<file path="config.mk">
export PLATFORM = sky130hd
export DESIGN_NAME = data_path_sniffer
export DESIGN_NICKNAME = d
export VERILOG_FILES = /design/src/design/sniff_ctrl_pkg.sv /design/src/design/sniff_stats_pkg.sv /design/src/design/data_path_sniffer.sv /design/src/design/pair_correlator.sv /design/src/design/pulse_scorer.sv /design/src/design/sniff_sequencer.sv
export VERILOG_INCLUDE_DIRS = /design/src /design/src/include
export SDC_FILE = /design/constraint.sdc
export NUM_CORES = 1
export LEC_CHECK = 0
export BUFFER_PORTS_ARGS = -buffer_cell sky130_fd_sc_hd__clkbuf_2
export CAP_MARGIN = 5
export CORE_AREA = 10 10 206 208
export DETAILED_ROUTE_END_ITERATION = 16
export DIE_AREA = 0 0 216 218
export PLACE_DENSITY = 0.56
export SYNTH_ARGS = -nofsm -noshare
export SYNTH_HDL_FRONTEND = slang
export SYNTH_SLANG_ARGS = --single-unit
</file>
<file path="constraint.sdc">
create_clock -name clk -period 4.9 [get_ports clk]
set_input_delay 0 -clock clk [delete_from_list [all_inputs] [get_ports clk]]
set_output_delay 0 -clock clk [all_outputs]
set_load 0.02 [all_outputs]
</file>
<file path="src/include/sniff_consts.svh">
`ifndef SNIFF_CONSTS_SVH
`define SNIFF_CONSTS_SVH

// -----------------------------------------------------------
// Capture engine constants
// -----------------------------------------------------------

// Front-end settling wait, in cycles
// Settle state runs one cycle longer than this
`define SNIFF_SETTLE_TIME 3000

// Pulse width limit
// Width below this on a non-first edge is a runt
`define SNIFF_RUNT_WIDTH 4

// Is-differential threshold as a ratio
// Opposite cycles must reach NUM / 2**SHIFT of all samples
`define SNIFF_DIFF_NUM 7
`define SNIFF_DIFF_SHIFT 3

`endif

</file>
<file path="src/design/sniff_ctrl_pkg.sv">
// -----------------------------------------------------------
// Control types for the capture sequencer
// -----------------------------------------------------------
package sniff_ctrl_pkg;

    // Front-end mode, latched on the start strobe
    typedef enum logic {
        MODE_SE   = 1'b0,   // Single-ended receiver, no termination
        MODE_DIFF = 1'b1    // Differential receiver, termination on
    } sniff_mode_t;

    // Sequencer states
    typedef enum logic [2:0] {
        ST_IDLE     = 3'd0,  // Waiting for start
        ST_SETUP    = 3'd1,  // Front-end configure, unit clear
        ST_SETTLE   = 3'd2,  // Receiver settling
        ST_CAPTURE  = 3'd3,  // Sampling window
        ST_FINALIZE = 3'd4,  // Result latch
        ST_DONE     = 3'd5   // Done pulse issued from here
    } sniff_state_t;

    // Capture length in clock cycles
    typedef logic [23:0] duration_t;

endpackage

</file>
<file path="src/design/sniff_stats_pkg.sv">
// -----------------------------------------------------------
// Result and measurement types
// -----------------------------------------------------------
package sniff_stats_pkg;

    // Edges seen in the window
    // Saturates at all ones
    typedef logic [15:0] edge_count_t;

    // Pulses narrower than the runt limit
    // Saturates at all ones
    typedef logic [7:0] runt_count_t;

    // Running width of the current pulse in cycles
    // Saturates, so very long pulses read as the maximum
    typedef logic [15:0] pulse_width_t;

    // Opposite A/B cycles
    // Also sized for the sample count of the window
    typedef logic [23:0] opposite_count_t;

    // Handy widths
    localparam int EDGE_COUNT_W = $bits(edge_count_t);
    localparam int RUNT_COUNT_W = $bits(runt_count_t);
    localparam int OPP_COUNT_W  = $bits(opposite_count_t);

endpackage

</file>
<file path="src/design/data_path_sniffer.sv">
`timescale 1ns/1ps

// -----------------------------------------------------------
// Data cable sniffer capture engine, top level
// -----------------------------------------------------------
module data_path_sniffer (
    input  logic                             clk,
    input  logic                             reset,
    input  logic                             sniff_start,
    input  logic                             sniff_abort,
    input  sniff_ctrl_pkg::sniff_mode_t      sniff_mode,
    input  sniff_ctrl_pkg::duration_t        sniff_duration,
    input  logic                             data_se_rx,
    input  logic                             data_diff_rx,
    input  logic                             wire_a_raw,
    input  logic                             wire_b_raw,
    output logic                             sniff_busy,
    output logic                             sniff_done,
    output logic                             term_enable,
    output logic                             rx_mode_sel,
    output sniff_stats_pkg::edge_count_t     edge_count,
    output sniff_stats_pkg::runt_count_t     runt_count,
    output sniff_stats_pkg::opposite_count_t opposite_count,
    output logic                             is_differential
);

    import sniff_ctrl_pkg::*;
    import sniff_stats_pkg::*;

    // Sequencer to units
    logic            capture_en;
    logic            capture_clear;
    logic            corr_en;
    sniff_mode_t     capture_mode;

    // Live counts back to the sequencer
    edge_count_t     live_edges;
    runt_count_t     live_runts;
    opposite_count_t live_opposite;
    logic            live_is_diff;

    sniff_sequencer u_sequencer (
        .clk             (clk),
        .reset           (reset),
        .sniff_start     (sniff_start),
        .sniff_abort     (sniff_abort),
        .sniff_mode      (sniff_mode),
        .sniff_duration  (sniff_duration),
        .live_edges      (live_edges),
        .live_runts      (live_runts),
        .live_opposite   (live_opposite),
        .live_is_diff    (live_is_diff),
        .sniff_busy      (sniff_busy),
        .sniff_done      (sniff_done),
        .term_enable     (term_enable),
        .rx_mode_sel     (rx_mode_sel),
        .capture_en      (capture_en),
        .capture_clear   (capture_clear),
        .corr_en         (corr_en),
        .capture_mode    (capture_mode),
        .edge_count      (edge_count),
        .runt_count      (runt_count),
        .opposite_count  (opposite_count),
        .is_differential (is_differential)
    );

    pulse_scorer u_scorer (
        .clk           (clk),
        .reset         (reset),
        .capture_en    (capture_en),
        .capture_clear (capture_clear),
        .capture_mode  (capture_mode),
        .data_se_rx    (data_se_rx),
        .data_diff_rx  (data_diff_rx),
        .edge_count    (live_edges),
        .runt_count    (live_runts)
    );

    pair_correlator u_correlator (
        .clk             (clk),
        .reset           (reset),
        .corr_en         (corr_en),        // Gated with DIFF mode upstream
        .capture_clear   (capture_clear),
        .wire_a_raw      (wire_a_raw),
        .wire_b_raw      (wire_b_raw),
        .opposite_count  (live_opposite),
        .is_differential (live_is_diff)
    );

endmodule

</file>
<file path="src/design/pair_correlator.sv">
`timescale 1ns/1ps

`include "sniff_consts.svh"

// -----------------------------------------------------------
// A/B wire opposite-state correlation
// -----------------------------------------------------------
module pair_correlator (
    input  logic                             clk,
    input  logic                             reset,
    input  logic                             corr_en,        // Capture window, DIFF only
    input  logic                             capture_clear,
    input  logic                             wire_a_raw,
    input  logic                             wire_b_raw,
    output sniff_stats_pkg::opposite_count_t opposite_count,
    output logic                             is_differential
);

    import sniff_stats_pkg::*;

    // Compare width, NUM fits below 2**SHIFT
    localparam int PROD_W = OPP_COUNT_W + `SNIFF_DIFF_SHIFT;

    opposite_count_t   sample_count;  // Enabled cycles
    logic [PROD_W-1:0] opp_scaled;
    logic [PROD_W-1:0] samp_scaled;

    // -----------------------------------------------------------
    // Sample and opposite counters
    // -----------------------------------------------------------
    always_ff @(posedge clk) begin
        if (reset || capture_clear) begin
            sample_count   <= '0;
            opposite_count <= '0;
        end else if (corr_en) begin
            if (sample_count != '1) begin
                sample_count <= sample_count + 1'b1;
            end
            // A true pair sits in opposite states nearly all the time
            if ((wire_a_raw != wire_b_raw) && (opposite_count != '1)) begin
                opposite_count <= opposite_count + 1'b1;
            end
        end
    end

    // -----------------------------------------------------------
    // Ratio test, opposite / samples >= NUM / 2**SHIFT
    // -----------------------------------------------------------
    assign opp_scaled  = {opposite_count, {`SNIFF_DIFF_SHIFT{1'b0}}};
    assign samp_scaled = PROD_W'(sample_count) * PROD_W'(`SNIFF_DIFF_NUM);

    assign is_differential = (opp_scaled >= samp_scaled);  // From registered counts

endmodule

</file>
<file path="src/design/pulse_scorer.sv">
`timescale 1ns/1ps

`include "sniff_consts.svh"

// -----------------------------------------------------------
// Edge and runt measurement on the selected receiver
// -----------------------------------------------------------
module pulse_scorer (
    input  logic                         clk,
    input  logic                         reset,
    input  logic                         capture_en,     // High for every sampled cycle
    input  logic                         capture_clear,  // Clears before settling
    input  sniff_ctrl_pkg::sniff_mode_t  capture_mode,
    input  logic                         data_se_rx,     // SE receiver output
    input  logic                         data_diff_rx,   // Diff receiver output
    output sniff_stats_pkg::edge_count_t edge_count,
    output sniff_stats_pkg::runt_count_t runt_count
);

    import sniff_ctrl_pkg::*;
    import sniff_stats_pkg::*;

    localparam pulse_width_t RUNT_LIMIT = pulse_width_t'(`SNIFF_RUNT_WIDTH);

    logic         rx_sel;       // Receiver picked by mode
    logic         sample_q;     // Previous cycle's receiver value
    logic         edge_hit;
    logic         seen_edge;    // First edge of window already passed
    pulse_width_t pulse_width;

    // Receiver mux
    assign rx_sel = (capture_mode == MODE_DIFF) ? data_diff_rx : data_se_rx;

    // Sample history runs every cycle, so the first window cycle has a valid previous value
    always_ff @(posedge clk) begin
        sample_q <= rx_sel;
    end

    assign edge_hit = capture_en && (rx_sel != sample_q);  // Either polarity

    // -----------------------------------------------------------
    // Counters
    // -----------------------------------------------------------
    always_ff @(posedge clk) begin
        if (reset || capture_clear) begin
            edge_count  <= '0;
            runt_count  <= '0;
            pulse_width <= '0;
            seen_edge   <= 1'b0;
        end else if (edge_hit) begin
            if (edge_count != '1) begin
                edge_count <= edge_count + 1'b1;  // Saturating
            end
            // Width before the first edge is not a whole pulse
            if (seen_edge && (pulse_width < RUNT_LIMIT) && (runt_count != '1)) begin
                runt_count <= runt_count + 1'b1;
            end
            seen_edge   <= 1'b1;
            pulse_width <= '0;  // New pulse starts
        end else if (capture_en) begin
            if (pulse_width != '1) begin
                pulse_width <= pulse_width + 1'b1;  // Saturating
            end
        end
    end

endmodule

</file>
<file path="src/design/sniff_sequencer.sv">
`timescale 1ns/1ps

`include "sniff_consts.svh"

// -----------------------------------------------------------
// Capture sequencer
// -----------------------------------------------------------
module sniff_sequencer (
    input  logic                             clk,
    input  logic                             reset,
    input  logic                             sniff_start,     // One-cycle strobe
    input  logic                             sniff_abort,     // Level
    input  sniff_ctrl_pkg::sniff_mode_t      sniff_mode,      // Sampled with start
    input  sniff_ctrl_pkg::duration_t        sniff_duration,  // Sampled with start
    input  sniff_stats_pkg::edge_count_t     live_edges,
    input  sniff_stats_pkg::runt_count_t     live_runts,
    input  sniff_stats_pkg::opposite_count_t live_opposite,
    input  logic                             live_is_diff,
    output logic                             sniff_busy,
    output logic                             sniff_done,
    output logic                             term_enable,     // Termination on PHY
    output logic                             rx_mode_sel,     // 1 selects diff receiver
    output logic                             capture_en,
    output logic                             capture_clear,
    output logic                             corr_en,
    output sniff_ctrl_pkg::sniff_mode_t      capture_mode,
    output sniff_stats_pkg::edge_count_t     edge_count,
    output sniff_stats_pkg::runt_count_t     runt_count,
    output sniff_stats_pkg::opposite_count_t opposite_count,
    output logic                             is_differential
);

    import sniff_ctrl_pkg::*;

    // Settle counter just wide enough for the last count
    localparam int SETTLE_W = $clog2(`SNIFF_SETTLE_TIME + 1);
    localparam logic [SETTLE_W-1:0] SETTLE_LAST = SETTLE_W'(`SNIFF_SETTLE_TIME);

    sniff_state_t          state;
    duration_t             active_duration;  // Latched window length
    duration_t             capture_cnt;
    logic [SETTLE_W-1:0]   settle_cnt;

    // -----------------------------------------------------------
    // Unit controls, decoded straight from state
    // -----------------------------------------------------------
    assign capture_en    = (state == ST_CAPTURE);
    assign capture_clear = (state == ST_SETUP);
    assign corr_en       = capture_en && (capture_mode == MODE_DIFF);  // DIFF only

    // -----------------------------------------------------------
    // State machine and result registers
    // -----------------------------------------------------------
    always_ff @(posedge clk) begin
        if (reset) begin
            state           <= ST_IDLE;
            sniff_busy      <= 1'b0;
            sniff_done      <= 1'b0;
            term_enable     <= 1'b0;
            rx_mode_sel     <= 1'b0;
            capture_mode    <= MODE_SE;
            settle_cnt      <= '0;
            capture_cnt     <= '0;
            edge_count      <= '0;
            runt_count      <= '0;
            opposite_count  <= '0;
            is_differential <= 1'b0;
        end else begin
            sniff_done <= 1'b0;  // Pulse default

            case (state)
                ST_IDLE: begin
                    // Start outside idle never reaches here
                    if (sniff_start) begin
                        sniff_busy      <= 1'b1;
                        capture_mode    <= sniff_mode;
                        active_duration <= sniff_duration;
                        state           <= ST_SETUP;
                    end
                end

                ST_SETUP: begin
                    term_enable <= (capture_mode == MODE_DIFF);  // 100 ohm in DIFF
                    rx_mode_sel <= (capture_mode == MODE_DIFF);
                    settle_cnt  <= '0;
                    capture_cnt <= '0;
                    state       <= ST_SETTLE;
                end

                ST_SETTLE: begin
                    // Counts 0 to SETTLE_LAST, so one cycle over the settle time
                    if (sniff_abort) begin
                        state <= ST_DONE;  // Results left as they were
                    end else if (settle_cnt == SETTLE_LAST) begin
                        state <= ST_CAPTURE;
                    end else begin
                        settle_cnt <= settle_cnt + 1'b1;
                    end
                end

                ST_CAPTURE: begin
                    // Duration + 1 sampled cycles
                    if (sniff_abort || (capture_cnt == active_duration)) begin
                        state <= ST_FINALIZE;  // Abort keeps partial counts
                    end else begin
                        capture_cnt <= capture_cnt + 1'b1;
                    end
                end

                ST_FINALIZE: begin
                    edge_count <= live_edges;
                    runt_count <= live_runts;
                    if (capture_mode == MODE_DIFF) begin
                        opposite_count  <= live_opposite;
                        is_differential <= live_is_diff;
                    end else begin
                        // Correlation means nothing in SE mode
                        opposite_count  <= '0;
                        is_differential <= 1'b0;
                    end
                    state <= ST_DONE;
                end

                ST_DONE: begin
                    sniff_done <= 1'b1;  // Seen the cycle after DONE
                    sniff_busy <= 1'b0;  // Falls together with done
                    state      <= ST_IDLE;
                end

                default: begin
                    state <= ST_IDLE;
                end
            endcase
        end
    end

endmodule

</file>
==> impl_metrics.tcl <==
set metrics [dict create \
    initial_utilization_pct 29.7 \
    grt_max_degree 71 \
    finalPower_w 0.00365 \
    rsz0062_at_grt "false" \
    cts.sinks 206 \
    drt-pass1-iter-count 5 \
    syn-cell-area_um2 11400 \
    required_ns 5.35 \
    stdcell_count 1902 \
    grt_pass1_wl_um 46000 \
    peakVddDrop_mv 0.196 \
    dp_cells 1833 \
    wl_um 27200 \
    synth_cell_types 79 \
    crit_path_start_kind "register" \
    ioPinCount 86 \
    dp_slack_ns 0.580 \
    place.gp.congestion 0.858 \
    cts.path.max_buffers 3 \
    outcome "finished clean" \
    antenna_found_initial 0 \
    area_growth_pct 17.0 \
    r2r_slack_ns 0.60 \
    drv_cap 0 \
    crit_type "register to register" \
    synth_top_area_cell "dfxtp_1" \
    async_reset_ff_share_pct 0 \
    fin_setup_tns_ns 0 \
    die_h_um 218 \
    cts_hold_buf 30 \
    syn_inst 1273 \
    p_per_area_nw_per_um2 274 \
    clk_pin_slew_ns 0.07 \
    period_share_pct 87.8 \
    htreeDepth 1 \
    layout-drive-gt1-share_pct 11.4 \
    cts_root_buf "clkbuf_16" \
    grt_pass1_vias 9005 \
    ys_ff_latch 206 \
    synth_top_area_share_pct 32.0 \
    mappedNetlistNets 1410 \
    fp.dieW_um 216 \
    timing.fmax_mhz 233 \
    slew_headroom_pct 23.5 \
    track_usage_pct 11.4 \
    finalMaxSlewViolations 0 \
    via_count 9204 \
    post-synth-top-count-cell "dfxtp_1" \
    syn_area_per_cell_um2 8.94 \
    place_area_um2 12300 \
    die_area_um2 47100 \
    synthFlopType "dfxtp_1" \
    yosysWarningCount 0 \
    setup_violations 0 \
    synthTopCellsByArea "dfxtp_1 32%, ha_1 8.8%, edfxtp_1 6.3%" \
    avgRoutedWirePerCell_um 14.3 \
    layout.nets 1506 \
    drc_errors 0 \
    hold_viol 0 \
    antenna_left 0 \
    ys_top_cells_by_count "182 x dfxtp_1, 147 x nand2_1, 135 x nor2_1" \
    worst_pin_slew_ns 1.15 \
    port_buffers 85 \
    dp.final_hpwl_um 19300 \
    core_region_area_um2 38300 \
    diodes 0 \
    worstSkewPairLatency_ns 0.53 \
    num_rows 72 \
    yosysSeqAreaShare_pct 38.4 \
    cts_tree "built" \
    viasPerCell 4.84 \
    leakage_nw 5.17 \
    cp.arrival_ns 4.75 \
    min_period_ns 4.30 \
    fin_ws_ns 0.600 \
    cp_max_fo 6 \
    synth-edff-count 24 \
    numCtsBuffers 22 \
    fin_area_um2 13300 \
    gr-total-overflow 0 \
    ctsResizeCount 0 \
    skew_ns 0.0138 \
    drt_iter0_markers 560 \
    cp-end-kind "register" \
    min_path_type "input port to register" \
    post_cts_buffers 0 \
]
critical path, stage by stage (launching register included):
cell,delay [ns]
dfxtp_1,0.51
fa_1,0.47
ha_1,0.22
inv_1,0.07
fa_1,0.20
nor2b_1,0.07
o31ai_1,0.42
a21oi_1,0.15
a211oi_1,0.44
o21ai_0,0.17
a21boi_1,0.19
xor2_1,0.09
ha_1,0.29
o21a_1,0.11
o21ai_0,0.07
nand2b_1,0.07
a211oi_1,0.06
or4_1,0.50
o22ai_1,0.11
metal layers:
layer / vias up / GRT usage (%) / routed length [um]
met2: 136 / 19.4 / 12900
met5: - / 0 / 0
met4: 0 / 2.96 / 395
met3: 23 / 1.82 / 1120
li1: 4680 / - / -
met1: 4365 / 14.9 / 12800
flip-flops by register name (all words and copies together) (netlist names), 16 cells and up:
name	flops
u_correlator.sample_count	24
u_sequencer.active_duration	24
u_scorer.pulse_width	16
u_correlator.opposite_count	24
u_sequencer.capture_cnt	24
u_sequencer.edge_count	16
u_sequencer.opposite_count	24
u_scorer.edge_count	16
cell type report:
class,count,area (um2)
Fill cell,3904,25000
Sequential cell,206,4360
Tap cell,518,648
Multi-Input combinational cell,986,6680
Inverter,32,120
Clock inverter,8,108
Timing Repair Buffer,121,771
Clock buffer,31,624
cells by family (layout without fill, tap and decap cells):
family | after synthesis | after routing | share of synthesized area, %
flip-flops | 206 | 206 | 38.4
multiplexers | 9 | 9 | 0.803
adder cells (fa/ha/maj) | 104 | 104 | 13.0
AND/OR/NAND/NOR | 513 | 513 | 22.4
AO/OA/AOI/OAI | 242 | 242 | 13.2
XOR/XNOR | 118 | 118 | 9.15
buffers and inverters | 81 | 192 | 3.02
where the power goes:
part | switching [W] | leakage, nW | internal [W]
clock | 0.000698 | 0.357 | 0.000999
combinational | 0.000140 | 3.12 | 0.0000641
sequential | 0.0000176 | 1.69 | 0.00173
placed cells by master, fill, tap and decap left out, types with 8 or more instances in the layout:
cell type      count
dlygate4sd3_1     30
clkbuf_16         22
nand2_1          146
nor4_1            10
and3_1            19
o21ai_0           42
nor2b_1           12
nor2_1           135
nor3_1             9
ha_1              80
dfxtp_1          182
a31oi_1           13
or3_1             19
clkbuf_2          85
a21o_1            14
fa_1              24
inv_1             32
mux2i_1            8
xor2_1            71
nand4_1           32
nand3_1           67
a21oi_1          113
and4_1            15
xnor2_1           46
nand2b_1          11
edfxtp_1          24
final timing paths:
path | depth (start not counted) | end | start
worst max-delay path | 18 | u_sequencer.is_differential$_SDFFE_PP0P_ | u_correlator.sample_count[2]$_SDFFE_PP0P_
worst min-delay path | 3 | u_sequencer.sniff_busy$_SDFFE_PP0P_ | reset
worst max register to register | 18 | u_sequencer.is_differential$_SDFFE_PP0P_ | u_correlator.sample_count[2]$_SDFFE_PP0P_
worst min register to register | 2 | u_sequencer.opposite_count[6]$_SDFFE_PP0P_ | u_sequencer.opposite_count[6]$_SDFFE_PP0P_
per-stage QoR:
stage | utilization [%] | hold slack (ns)
after floorplan | - | 0.0989
after global placement | 32.1 | 0.178
after detailed placement | 32.1 | 0.179
after CTS | 34.8 | 0.138
after global routing | 34.8 | 0.186
final | 34.8 | 0.150
No activity file was read; power rests on OpenSTA's default activity.
